$ cat src/common/scaler_pkg.sv
`default_nettype none

package scaler_pkg;

    // Source image geometry
    localparam int SRC_WIDTH  = 160;
    localparam int SRC_HEIGHT = 120;

    // Factor used by decimation, replication and averaging
    localparam int SCALE = 2;

    // Edges from an engine's address update to the edge that samples the data
    localparam int READ_LATENCY = 2;

    typedef logic [18:0] addr_t;
    typedef logic [7:0]  pixel_t;

    // Other selector codes leave the scaler idle
    typedef enum logic [3:0] {
        MODE_REPLICATE = 4'd0,
        MODE_DECIMATE  = 4'd1,
        MODE_AVERAGE   = 4'd3,
        MODE_COPY      = 4'd4
    } mode_t;

endpackage

`default_nettype wire

$ cat src/engines/stride_engine.sv
`timescale 1ns/1ps
`default_nettype none

module stride_engine import scaler_pkg::*; #(
    parameter int STRIDE = 1
) (
    input  wire logic   clk,
    input  wire logic   reset,
    input  wire logic   run,
    output addr_t       rom_addr,
    input  wire pixel_t rom_data,
    output addr_t       ram_wraddr,
    output pixel_t      ram_data,
    output logic        ram_wren,
    output logic        done
);

    localparam addr_t LAST_COL = addr_t'(SRC_WIDTH - STRIDE);
    localparam addr_t COL_STEP = addr_t'(STRIDE);
    localparam addr_t ROW_STEP = addr_t'(STRIDE * SRC_WIDTH);
    localparam addr_t LAST_ROW = addr_t'((SRC_HEIGHT - STRIDE) * SRC_WIDTH);

    addr_t                   col;
    addr_t                   row_base;
    addr_t                   out_addr;
    logic                    finished;
    logic [READ_LATENCY-1:0] valid_pipe;
    addr_t                   addr_pipe [READ_LATENCY];

    // Output address rides beside the read until its data returns
    always_ff @(posedge clk) begin
        addr_pipe[0] <= out_addr;
        for (int i = 1; i < READ_LATENCY; i++) begin
            addr_pipe[i] <= addr_pipe[i-1];
        end
    end

    always_ff @(posedge clk or negedge reset) begin
        if (!reset) begin
            col        <= '0;
            row_base   <= '0;
            out_addr   <= '0;
            finished   <= 1'b0;
            valid_pipe <= '0;
            rom_addr   <= '0;
            ram_wraddr <= '0;
            ram_data   <= '0;
            ram_wren   <= 1'b0;
            done       <= 1'b0;
        end else if (!run) begin
            col        <= '0;
            row_base   <= '0;
            out_addr   <= '0;
            finished   <= 1'b0;
            valid_pipe <= '0;
            rom_addr   <= '0;
            ram_wraddr <= '0;
            ram_data   <= '0;
            ram_wren   <= 1'b0;
            done       <= 1'b0;
        end else begin
            valid_pipe <= {valid_pipe[READ_LATENCY-2:0], !finished};

            if (!finished) begin
                rom_addr <= row_base + col;
                out_addr <= out_addr + 1'b1;
                if (col == LAST_COL) begin
                    col <= '0;
                    if (row_base == LAST_ROW) begin
                        finished <= 1'b1;
                    end else begin
                        row_base <= row_base + ROW_STEP;
                    end
                end else begin
                    col <= col + COL_STEP;
                end
            end

            // Write stage samples the returning pixel
            ram_wren <= valid_pipe[READ_LATENCY-1];
            if (valid_pipe[READ_LATENCY-1]) begin
                ram_wraddr <= addr_pipe[READ_LATENCY-1];
                ram_data   <= rom_data;
            end

            done <= finished && !(|valid_pipe);
        end
    end

endmodule

`default_nettype wire

$ cat src/engines/replicate_engine.sv
`timescale 1ns/1ps
`default_nettype none

module replicate_engine import scaler_pkg::*; (
    input  wire logic   clk,
    input  wire logic   reset,
    input  wire logic   run,
    output addr_t       rom_addr,
    input  wire pixel_t rom_data,
    output addr_t       ram_wraddr,
    output pixel_t      ram_data,
    output logic        ram_wren,
    output logic        done
);

    localparam int    OUT_W    = SRC_WIDTH * SCALE;
    localparam int    OUT_H    = SRC_HEIGHT * SCALE;
    localparam addr_t LAST_X   = addr_t'(OUT_W - 1);
    localparam addr_t SRC_LINE = addr_t'(SRC_WIDTH);

    addr_t                   out_x;
    logic [8:0]              out_y;
    addr_t                   src_row_base;
    addr_t                   out_addr;
    logic                    finished;
    logic [READ_LATENCY-1:0] valid_pipe;
    addr_t                   addr_pipe [READ_LATENCY];

    always_ff @(posedge clk) begin
        addr_pipe[0] <= out_addr;
        for (int i = 1; i < READ_LATENCY; i++) begin
            addr_pipe[i] <= addr_pipe[i-1];
        end
    end

    always_ff @(posedge clk or negedge reset) begin
        if (!reset) begin
            out_x        <= '0;
            out_y        <= '0;
            src_row_base <= '0;
            out_addr     <= '0;
            finished     <= 1'b0;
            valid_pipe   <= '0;
            rom_addr     <= '0;
            ram_wraddr   <= '0;
            ram_data     <= '0;
            ram_wren     <= 1'b0;
            done         <= 1'b0;
        end else if (!run) begin
            out_x        <= '0;
            out_y        <= '0;
            src_row_base <= '0;
            out_addr     <= '0;
            finished     <= 1'b0;
            valid_pipe   <= '0;
            rom_addr     <= '0;
            ram_wraddr   <= '0;
            ram_data     <= '0;
            ram_wren     <= 1'b0;
            done         <= 1'b0;
        end else begin
            valid_pipe <= {valid_pipe[READ_LATENCY-2:0], !finished};

            // One read per output pixel, repeated source pixels included
            if (!finished) begin
                rom_addr <= src_row_base + (out_x >> 1);
                out_addr <= out_addr + 1'b1;
                if (out_x == LAST_X) begin
                    out_x <= '0;
                    if (out_y == 9'(OUT_H - 1)) begin
                        finished <= 1'b1;
                    end else begin
                        out_y <= out_y + 1'b1;
                        // Odd output row closes a source row
                        if (out_y[0]) begin
                            src_row_base <= src_row_base + SRC_LINE;
                        end
                    end
                end else begin
                    out_x <= out_x + 1'b1;
                end
            end

            ram_wren <= valid_pipe[READ_LATENCY-1];
            if (valid_pipe[READ_LATENCY-1]) begin
                ram_wraddr <= addr_pipe[READ_LATENCY-1];
                ram_data   <= rom_data;
            end

            done <= finished && !(|valid_pipe);
        end
    end

endmodule

`default_nettype wire

$ cat src/engines/average_engine.sv
`timescale 1ns/1ps
`default_nettype none

module average_engine import scaler_pkg::*; (
    input  wire logic   clk,
    input  wire logic   reset,
    input  wire logic   run,
    output addr_t       rom_addr,
    input  wire pixel_t rom_data,
    output addr_t       ram_wraddr,
    output pixel_t      ram_data,
    output logic        ram_wren,
    output logic        done
);

    localparam addr_t LAST_COL = addr_t'(SRC_WIDTH - SCALE);
    localparam addr_t COL_STEP = addr_t'(SCALE);
    localparam addr_t ROW_STEP = addr_t'(SCALE * SRC_WIDTH);
    localparam addr_t LAST_ROW = addr_t'((SRC_HEIGHT - SCALE) * SRC_WIDTH);
    localparam addr_t SRC_LINE = addr_t'(SRC_WIDTH);

    addr_t                   blk_col;
    addr_t                   row_base;
    logic [1:0]              sub;
    addr_t                   sub_offset;
    addr_t                   out_addr;
    logic                    finished;
    logic [READ_LATENCY-1:0] valid_pipe;
    addr_t                   addr_pipe [READ_LATENCY];
    logic [1:0]              sub_pipe [READ_LATENCY];
    logic [9:0]              acc;
    logic [9:0]              block_sum;

    // Block order is top-left, top-right, bottom-left, bottom-right
    assign sub_offset = (sub[1] ? SRC_LINE : '0) + addr_t'(sub[0]);
    assign block_sum  = acc + {2'b00, rom_data};

    // Block tag travels with each read
    always_ff @(posedge clk) begin
        addr_pipe[0] <= out_addr;
        sub_pipe[0]  <= sub;
        for (int i = 1; i < READ_LATENCY; i++) begin
            addr_pipe[i] <= addr_pipe[i-1];
            sub_pipe[i]  <= sub_pipe[i-1];
        end
    end

    always_ff @(posedge clk or negedge reset) begin
        if (!reset) begin
            blk_col    <= '0;
            row_base   <= '0;
            sub        <= '0;
            out_addr   <= '0;
            finished   <= 1'b0;
            valid_pipe <= '0;
            acc        <= '0;
            rom_addr   <= '0;
            ram_wraddr <= '0;
            ram_data   <= '0;
            ram_wren   <= 1'b0;
            done       <= 1'b0;
        end else if (!run) begin
            blk_col    <= '0;
            row_base   <= '0;
            sub        <= '0;
            out_addr   <= '0;
            finished   <= 1'b0;
            valid_pipe <= '0;
            acc        <= '0;
            rom_addr   <= '0;
            ram_wraddr <= '0;
            ram_data   <= '0;
            ram_wren   <= 1'b0;
            done       <= 1'b0;
        end else begin
            valid_pipe <= {valid_pipe[READ_LATENCY-2:0], !finished};

            if (!finished) begin
                rom_addr <= row_base + blk_col + sub_offset;
                sub      <= sub + 1'b1;
                if (sub == 2'd3) begin
                    out_addr <= out_addr + 1'b1;
                    if (blk_col == LAST_COL) begin
                        blk_col <= '0;
                        if (row_base == LAST_ROW) begin
                            finished <= 1'b1;
                        end else begin
                            row_base <= row_base + ROW_STEP;
                        end
                    end else begin
                        blk_col <= blk_col + COL_STEP;
                    end
                end
            end

            // First pixel of a block restarts the sum
            if (valid_pipe[READ_LATENCY-1]) begin
                if (sub_pipe[READ_LATENCY-1] == 2'd0) begin
                    acc <= {2'b00, rom_data};
                end else begin
                    acc <= block_sum;
                end
            end

            ram_wren <= valid_pipe[READ_LATENCY-1] && (sub_pipe[READ_LATENCY-1] == 2'd3);
            if (valid_pipe[READ_LATENCY-1] && (sub_pipe[READ_LATENCY-1] == 2'd3)) begin
                ram_wraddr <= addr_pipe[READ_LATENCY-1];
                ram_data   <= block_sum[9:2];
            end

            done <= finished && !(|valid_pipe);
        end
    end

endmodule

`default_nettype wire

$ cat src/logic/mode_arbiter.sv
`timescale 1ns/1ps
`default_nettype none

module mode_arbiter import scaler_pkg::*; (
    input  wire logic   clk,
    input  wire logic   reset,
    input  wire mode_t  mode,

    output logic        copy_run,
    input  wire addr_t  copy_rom_addr,
    input  wire addr_t  copy_ram_wraddr,
    input  wire pixel_t copy_ram_data,
    input  wire logic   copy_ram_wren,
    input  wire logic   copy_done,

    output logic        dec_run,
    input  wire addr_t  dec_rom_addr,
    input  wire addr_t  dec_ram_wraddr,
    input  wire pixel_t dec_ram_data,
    input  wire logic   dec_ram_wren,
    input  wire logic   dec_done,

    output logic        rep_run,
    input  wire addr_t  rep_rom_addr,
    input  wire addr_t  rep_ram_wraddr,
    input  wire pixel_t rep_ram_data,
    input  wire logic   rep_ram_wren,
    input  wire logic   rep_done,

    output logic        avg_run,
    input  wire addr_t  avg_rom_addr,
    input  wire addr_t  avg_ram_wraddr,
    input  wire pixel_t avg_ram_data,
    input  wire logic   avg_ram_wren,
    input  wire logic   avg_done,

    output addr_t       rom_addr,
    output addr_t       ram_wraddr,
    output pixel_t      ram_data,
    output logic        ram_wren,
    output logic        done
);

    typedef enum logic [2:0] {
        GRANT_IDLE,
        GRANT_COPY,
        GRANT_DEC,
        GRANT_REP,
        GRANT_AVG
    } grant_t;

    grant_t grant;
    grant_t requested;
    addr_t  sel_wraddr;
    pixel_t sel_data;
    logic   sel_wren;
    logic   sel_done;

    always_comb begin
        case (mode)
            MODE_COPY:      requested = GRANT_COPY;
            MODE_DECIMATE:  requested = GRANT_DEC;
            MODE_REPLICATE: requested = GRANT_REP;
            MODE_AVERAGE:   requested = GRANT_AVG;
            default:        requested = GRANT_IDLE;
        endcase
    end

    assign copy_run = (grant == GRANT_COPY);
    assign dec_run  = (grant == GRANT_DEC);
    assign rep_run  = (grant == GRANT_REP);
    assign avg_run  = (grant == GRANT_AVG);

    // Read address passes straight through, write side is selected for registering
    always_comb begin
        rom_addr   = '0;
        sel_wraddr = '0;
        sel_data   = '0;
        sel_wren   = 1'b0;
        sel_done   = 1'b0;
        case (grant)
            GRANT_COPY: begin
                rom_addr   = copy_rom_addr;
                sel_wraddr = copy_ram_wraddr;
                sel_data   = copy_ram_data;
                sel_wren   = copy_ram_wren;
                sel_done   = copy_done;
            end
            GRANT_DEC: begin
                rom_addr   = dec_rom_addr;
                sel_wraddr = dec_ram_wraddr;
                sel_data   = dec_ram_data;
                sel_wren   = dec_ram_wren;
                sel_done   = dec_done;
            end
            GRANT_REP: begin
                rom_addr   = rep_rom_addr;
                sel_wraddr = rep_ram_wraddr;
                sel_data   = rep_ram_data;
                sel_wren   = rep_ram_wren;
                sel_done   = rep_done;
            end
            GRANT_AVG: begin
                rom_addr   = avg_rom_addr;
                sel_wraddr = avg_ram_wraddr;
                sel_data   = avg_ram_data;
                sel_wren   = avg_ram_wren;
                sel_done   = avg_done;
            end
            default: begin
                rom_addr = '0;
            end
        endcase
    end

    always_ff @(posedge clk) begin
        ram_wraddr <= sel_wraddr;
        ram_data   <= sel_data;
    end

    always_ff @(posedge clk or negedge reset) begin
        if (!reset) begin
            grant    <= GRANT_IDLE;
            ram_wren <= 1'b0;
            done     <= 1'b0;
        end else if (grant == GRANT_IDLE) begin
            grant    <= requested;
            ram_wren <= 1'b0;
            done     <= 1'b0;
        end else if (requested != grant) begin
            // Mode changed mid-run, abort and wait for a fresh start
            grant    <= GRANT_IDLE;
            ram_wren <= 1'b0;
            done     <= 1'b0;
        end else begin
            ram_wren <= sel_wren;
            done     <= sel_done;
        end
    end

endmodule

`default_nettype wire

$ cat src/logic/image_scaler.sv
`timescale 1ns/1ps
`default_nettype none

module image_scaler import scaler_pkg::*; (
    input  wire logic   clk,
    input  wire logic   reset,
    input  wire mode_t  mode,
    output addr_t       rom_addr,
    input  wire pixel_t rom_data,
    output addr_t       ram_wraddr,
    output pixel_t      ram_data,
    output logic        ram_wren,
    output logic        done
);

    logic   copy_run;
    addr_t  copy_rom_addr;
    addr_t  copy_ram_wraddr;
    pixel_t copy_ram_data;
    logic   copy_ram_wren;
    logic   copy_done;

    logic   dec_run;
    addr_t  dec_rom_addr;
    addr_t  dec_ram_wraddr;
    pixel_t dec_ram_data;
    logic   dec_ram_wren;
    logic   dec_done;

    logic   rep_run;
    addr_t  rep_rom_addr;
    addr_t  rep_ram_wraddr;
    pixel_t rep_ram_data;
    logic   rep_ram_wren;
    logic   rep_done;

    logic   avg_run;
    addr_t  avg_rom_addr;
    addr_t  avg_ram_wraddr;
    pixel_t avg_ram_data;
    logic   avg_ram_wren;
    logic   avg_done;

    // Copy is a stride of one
    stride_engine #(.STRIDE(1)) copy_i (
        .clk        (clk),
        .reset      (reset),
        .run        (copy_run),
        .rom_addr   (copy_rom_addr),
        .rom_data   (rom_data),
        .ram_wraddr (copy_ram_wraddr),
        .ram_data   (copy_ram_data),
        .ram_wren   (copy_ram_wren),
        .done       (copy_done)
    );

    stride_engine #(.STRIDE(SCALE)) dec_i (
        .clk        (clk),
        .reset      (reset),
        .run        (dec_run),
        .rom_addr   (dec_rom_addr),
        .rom_data   (rom_data),
        .ram_wraddr (dec_ram_wraddr),
        .ram_data   (dec_ram_data),
        .ram_wren   (dec_ram_wren),
        .done       (dec_done)
    );

    replicate_engine rep_i (
        .clk        (clk),
        .reset      (reset),
        .run        (rep_run),
        .rom_addr   (rep_rom_addr),
        .rom_data   (rom_data),
        .ram_wraddr (rep_ram_wraddr),
        .ram_data   (rep_ram_data),
        .ram_wren   (rep_ram_wren),
        .done       (rep_done)
    );

    average_engine avg_i (
        .clk        (clk),
        .reset      (reset),
        .run        (avg_run),
        .rom_addr   (avg_rom_addr),
        .rom_data   (rom_data),
        .ram_wraddr (avg_ram_wraddr),
        .ram_data   (avg_ram_data),
        .ram_wren   (avg_ram_wren),
        .done       (avg_done)
    );

    mode_arbiter arb_i (
        .clk             (clk),
        .reset           (reset),
        .mode            (mode),
        .copy_run        (copy_run),
        .copy_rom_addr   (copy_rom_addr),
        .copy_ram_wraddr (copy_ram_wraddr),
        .copy_ram_data   (copy_ram_data),
        .copy_ram_wren   (copy_ram_wren),
        .copy_done       (copy_done),
        .dec_run         (dec_run),
        .dec_rom_addr    (dec_rom_addr),
        .dec_ram_wraddr  (dec_ram_wraddr),
        .dec_ram_data    (dec_ram_data),
        .dec_ram_wren    (dec_ram_wren),
        .dec_done        (dec_done),
        .rep_run         (rep_run),
        .rep_rom_addr    (rep_rom_addr),
        .rep_ram_wraddr  (rep_ram_wraddr),
        .rep_ram_data    (rep_ram_data),
        .rep_ram_wren    (rep_ram_wren),
        .rep_done        (rep_done),
        .avg_run         (avg_run),
        .avg_rom_addr    (avg_rom_addr),
        .avg_ram_wraddr  (avg_ram_wraddr),
        .avg_ram_data    (avg_ram_data),
        .avg_ram_wren    (avg_ram_wren),
        .avg_done        (avg_done),
        .rom_addr        (rom_addr),
        .ram_wraddr      (ram_wraddr),
        .ram_data        (ram_data),
        .ram_wren        (ram_wren),
        .done            (done)
    );

endmodule

`default_nettype wire

$ cat config.mk
export PLATFORM = sky130hd
export DESIGN_NAME = image_scaler
export DESIGN_NICKNAME = d
export VERILOG_FILES = /design/src/common/scaler_pkg.sv /design/src/engines/stride_engine.sv /design/src/engines/replicate_engine.sv /design/src/engines/average_engine.sv /design/src/logic/mode_arbiter.sv /design/src/logic/image_scaler.sv
export SDC_FILE = /design/constraint.sdc
export NUM_CORES = 1
export LEC_CHECK = 0
export BUFFER_PORTS_ARGS = -buffer_cell sky130_fd_sc_hd__buf_4
export CAP_MARGIN = 30
export CORE_UTILIZATION = 30
export DETAILED_ROUTE_END_ITERATION = 16
export HOLD_SLACK_MARGIN = 0.05
export REMOVE_ABC_BUFFERS = 1
export SYNTH_ARGS = -nofsm -noshare
export SYNTH_HDL_FRONTEND = slang
export SYNTH_SLANG_ARGS = --single-unit
$ cat constraint.sdc
create_clock -name clk -period 2.64 [get_ports clk]
set_input_delay 0.396 -clock clk [delete_from_list [all_inputs] [get_ports clk]]
set_output_delay 0.396 -clock clk [all_outputs]
set_load 0.02 [all_outputs]
-- Yosys cells after proc, flatten, opt, wreduce, memory -nomap -nowiden
Memories as Yosys holds them, arrays and structs flattened.
Index checks and enable logic that the tools add are counted.
W data, S select, Z words.
- register bits: 485
- bits in writable memories: 156
- input port bits: 14
- output and inout port bits: 48
- logic and storage cells: 253
- memories: 5
- add/sub/neg operators: 21
- equality and inequality tests: 37
- muxes and demuxes: 115
- reductions and logical operators: 27
- memory list (memory ; words ; width ; rd ports ; clocked after Yosys merged registers in ; wr ports ; line ; RTL):
    avg_i.addr_pipe ; 2 ; 19 ; 2 ; 0 ; 2 ; average_engine.sv:29 ; addr_t addr_pipe [READ_LATENCY];
    copy_i.addr_pipe ; 2 ; 19 ; 2 ; 0 ; 2 ; stride_engine.sv:28 ; addr_t addr_pipe [READ_LATENCY];
    dec_i.addr_pipe ; 2 ; 19 ; 2 ; 0 ; 2 ; stride_engine.sv:28 ;
    rep_i.addr_pipe ; 2 ; 19 ; 2 ; 0 ; 2 ; replicate_engine.sv:27 ; addr_t addr_pipe [READ_LATENCY];
    avg_i.sub_pipe ; 2 ; 2 ; 2 ; 0 ; 2 ; average_engine.sv:30 ; logic [1:0] sub_pipe [READ_LATENCY];
- operators by type and width (cell ; number):
    $mux W19 ; 56
    $pmux W19 S4 ; 2
    $add A19 B1 Y19 const B ; 6
    $add A19 B19 Y19 ; 4
    $mux W8 ; 9
    $eq A19 B15 Y1 const B ; 3
    $eq A19 B8 Y1 const B ; 3
    $add A19 B2 Y19 const B ; 2
    $add A19 B8 Y19 const B ; 2
    $add A19 B9 Y19 const B ; 2
    $ne A2 B2 Y1 const B ; 19
    $mux W9 ; 4
    $pmux W8 S4 ; 1
    $mux W10 ; 3
    $mux W1 ; 29
    $add A19 B1 Y19 ; 1
    $add A19 B18 Y19 ; 1
    $eq A19 B9 Y1 const B ; 1
    $mux W2 ; 6
    $pmux W3 S4 ; 1
    $add A10 B8 Y10 ; 1
    $add A9 B1 Y9 const B ; 1
    $eq A9 B8 Y1 const B ; 1
    $reduce_and A3 Y1 ; 3
    20 further kinds ; 39

-- Longest topological paths before layout
- word-level depth: 6
- depth in mapped cells: 12
- mapped depth without buffers: 12

-- By module
Synthesis repeated with hierarchy kept, for this count alone.
- cell total of the unflattened synthesis: 2798
- area total of the unflattened synthesis: 28310.9 um^2
- modules (own cells, without submodules) (module ; instances ; cells each ; area an instance (um^2) ; sequential area each (um^2)):
    average_engine ; 1 ; 752 ; 7363.3 ; 3668.5
    replicate_engine ; 1 ; 620 ; 6421.2 ; 3563.4
    stride_engine at copy_i ; 1 ; 592 ; 6211.0 ; 3338.2
    stride_engine at dec_i ; 1 ; 593 ; 6100.9 ; 3288.2
    mode_arbiter ; 1 ; 241 ; 2214.6 ; 665.6

-- Least setup slack after synthesis
No wires, ideal clock.
- path type: reg2reg
- start: reg avg_i.sub[1]
- end: reg avg_i.rom_addr[15]
- setup time: 132 ps
- arrival time: 2567 ps
- required time: 2508 ps
- path slack: -59 ps
- cell stages (with the launch flop): 13
- buffers on the path: 0
- period minus slack after synthesis: 2699 ps
- cells stage by stage: dfrtp_1 inv_1 fa_1 inv_1 ha_1 a21oi_1 o21a_1 o211ai_1 or3_1 a31oi_1 xnor2_1 mux2i_1 nor2_1
- cells in the longest elaborated chain, start to end: 5
- RTL lines (what ; line ; RTL):
    start, declared ; average_engine.sv:24 ; logic [1:0] sub;
    start signal, assigned ; average_engine.sv:80 ; sub <= sub + 1'b1;
    $mux W8 ; average_engine.sv:35 ; assign sub_offset = (sub[1] ? SRC_LINE : '0) + addr_t'(sub[0]);
    $add A19 B1 Y19 ; average_engine.sv:35 ;
    $add A19 B19 Y19 ; average_engine.sv:79 ; rom_addr <= row_base + blk_col + sub_offset;
    $mux W19 ; average_engine.sv:78 ; if (!finished) begin
    $mux W19 ; average_engine.sv:62 ; end else if (!run) begin
    end signal, assigned ; average_engine.sv:79 ;
    end, declared ; average_engine.sv:8 ; output addr_t rom_addr,
Every way passes these cells. The select of a mux whose other input is x is not followed.
A chain may end at the register's enable or synchronous reset.

-- Worst setup path after layout
- start: reg arb_i.grant[0]
- end: out rom_addr[7]
- cells in the longest elaborated chain, start to end: 2
- elaborated cells between the ends (all ways): 5
- those cells by class: 4 x eq/ne; 1 x mux
- RTL lines (what ; line ; RTL):
    start, declared ; mode_arbiter.sv:52 ; grant_t grant;
    start signal, assigned ; mode_arbiter.sv:127 ; grant <= requested;
    $eq A3 B3 Y1, or another cell as far along ; mode_arbiter.sv:81 ; case (grant)
    $pmux W19 S4 (*) ; mode_arbiter.sv:81 ;
    end, declared ; image_scaler.sv:8 ; output addr_t rom_addr,
Mark *: on every way between the ends. The rest lies on a longest branch, timed or not.

==> impl_results.md <==
- Worst EP arrival: 2220 ps
- First-pass GRT wire length: 109000 µm
- Clock Tree Root: clkbuf_16
- Share of layout cells above drive strength 1: 0.113
- Number of enable flip-flop cells after synthesis: 0
- DIE AREA: 0.0909 mm²
- Relative slew slack: 0.527
- Clock slew seen by the registers of the worst setup and hold paths: 70 ps
- Clk Latency, worst-skew pair: 640 ps
- Period utilization: 0.989
- Via count: between 15000 and 20000
- Max-slew violation count: 0
- Hold Path Depth: 3
- Synth Cell Area: 0.0269 mm²
- Total power: 0.0196 W
- Startpoint types: register
- Synth Area per Inst: roughly 10 µm²
- Clock buffer depth: 3
- Largest net degree at the start of global routing: 90
- Max Clock Freq: 383 MHz
- Final Instance Count excl. Fillers: between 4000 and 5000
- Count of state elements after synthesis: 617
- Vias in the first global route: just under 20000
- Starting Density: 0.304
- Clock sink count: 617
- Setup TNS Final: 0 ps
- CTS tree: done
- GR Overflow Total: 0
- Critical path peak fanout: 20
- Drt first pass iters: 12
- Leak Pwr: between 10 and 15 nW
- Core Util, Final: 0.359
- ANT nets after route: 0
- Total track usage: 0.150
- VDD IR max: 0.381 mV
- Power density over the cells: 615 mW/mm²
- Critical Path RT: roughly 2200 ps
- CP Capture Type: output pin
- Number of antenna diodes: 0
- Max Cap Viol: 0
- Yosys warns: 0
- Final WL: about 68000 µm
- Total CTS buffers: 66
- Placed cell count: ~3900
- Post-synth top flop: dfrtp_1
- RSZ-0062 raised after global routing: true
- Core area: 0.0886 mm²
- DP Wirelength: 46300 µm
- Critical path type: register to output pin
- Worst Tran Pin Value: 709 ps
- Die W: 302 µm
- Worst reg-to-reg path cell count: 12
- PortBufs: 61
- Gp weighted congestion: 0.825
- Outcome: complete, but fails checks
- Antenna violations before repair: 1
- Mapped Cells: 2659
- Die H: 302 µm
- Post-synthesis sequential area ratio: 0.540
- Drt drc: 4
- # nets final: 2897
- Crit path time final: approximately 2600 ps
- Failing checks: DRC
- Wire per inst: 16.9 µm
- Vias/cell: around 4.9
- Endpoints failing setup: 0
- Top cells by area, synth: dfrtp_1, dfxtp_1, nor2_1
- Placement Rows: 109
- Top Ports: 62
- Yosys top cell area share: 0.403
- Worst Clk Skew: between 20 and 30 ps
- Unique masters post-synth: 84
- Asr flop ratio synth: 0.703
- Initial DRC Count: roughly 1400
- H-tree depth: 3
- Final hold vios: 0
- Synthesis-to-layout area growth: 18.3%
- Cell taking the most area after synthesis: dfrtp_1
- Hold Crit Class: input port to register
## layer usage
metal / up-vias / wire (µm) / track usage
met1: 9502 / 32200 / 0.210
met4: 0 / 1800 / 0.0538
li1: 9498 / - / -
met2: 347 / 30700 / 0.234
met3: 101 / 3050 / 0.0241
met5: - / 0 / 0
## cells by family (layout without fill, tap and decap cells)
family / count (synthesis) / after routing / share of synthesized area
flops: 617 / 617 / 0.540
simple gates: 1019 / 1019 / 0.177
other cells: 1 / 4 / 0.000139
mux: 108 / 108 / 0.0402
buf+inv: 142 / 323 / 0.0211
compound gates: 471 / 471 / 0.110
fa+ha+maj: 94 / 94 / 0.0442
xor+xnor: 207 / 207 / 0.0673
## final cells by class
class,count,area [µm²]
clock inverter,25,384
sequential,617,14500
fill,8772,56800
inverter,29,111
multi-input combinational,1903,11900
clock buffer,97,1900
tap,1165,1460
timing repair buffer,172,1540
## path summary, 6_finish.rpt
path	startpoint	to	slack, ps
setup reg to reg	avg_i.row_base[7]	avg_i.rom_addr[15]	90
hold reg to reg	rep_i.addr_pipe[0][12]	rep_i.addr_pipe[0][31]	320
hold / removal	rom_data[1]	avg_i.acc[1]	80
setup / recovery	arb_i.grant[0]	rom_addr[7]	30
min in group asynchronous	reset	avg_i.out_addr[0]	320
max in group asynchronous	reset	copy_i.col[9]	1570
## critical path: stages, from the launching register on
cell	delay, ps
dfrtp_2	450
nor3b_4	180
buf_12	160
a22o_1	240
a221o_1	350
buf_4	190
## Yosys cell counts (all sizes together) (10+ instances only)
library cell and number:
nand3b 12, or3 16, inv 29, nand3 84, buf 28, nor2b 18
a21oi 154, a22o 10, nand4 32, a31oi 14, o21ai 107, nor4 17
dfrtp 434, mux2i 108, a22oi 96, and2 17, nor3 31, and3 77
a21o 19, ha 92, o21a 11, nand2 233, nor2 428, nor4b 10
xnor2 79, and4 11, xor2 128, clkbuf 85, dfxtp 183
## stage by stage
stage	hold WS (ps)	setup WS, ps	instance area (µm²)
2_1_floorplan	100	-1110	26500
3_3_place_gp	310	-106	29300
3_5_place_dp	312	-146	29300
4_1_cts	62.6	5.07	31800
5_1_grt	113	-24.9	31900
6_report	84.3	28.9	31900
## flip-flops by register name, summed over array words and instances, names as in the netlist, 38 cells and up
register / flops
copy_i.addr_pipe: 38
rep_i.addr_pipe: 38
dec_i.addr_pipe: 38
avg_i.addr_pipe: 38
## layout by cell type, fill, tap and decap left out, types with 19 or more instances in the layout
cell,count
nor3_1,28
a21oi_1,152
inv_1,26
nor2_1,428
mux2i_1,108
ha_1,90
clkbuf_1,19
nand3_1,82
xor2_1,128
nand2_1,230
dfrtp_1,427
o21ai_0,102
xnor2_1,79
nand4_1,32
buf_4,146
and3_1,71
clkbuf_16,67
dfxtp_1,183
a22oi_1,96
## timing repair
item | CTS | global route
resized for setup | 12 | 6
pin swaps | 11 | 6
hold buffers | 8 | 0
setup buffers | 4 | 3
cloned | 2 | 0
setup endpoints to repair | 24 | 11
endpoints found under the hold margin | 53 | 0
## power breakdown
part | total [W] | internal [W] | leakage (nW) | switching [W]
sequential | 0.00945 | 0.00943 | 7.52 | 0.0000216
clock | 0.00968 | 0.00567 | 1.10 | 0.00401
combinational | 0.000454 | 0.000124 | 5.03 | 0.000330
(Power assumes the default switching activity.)
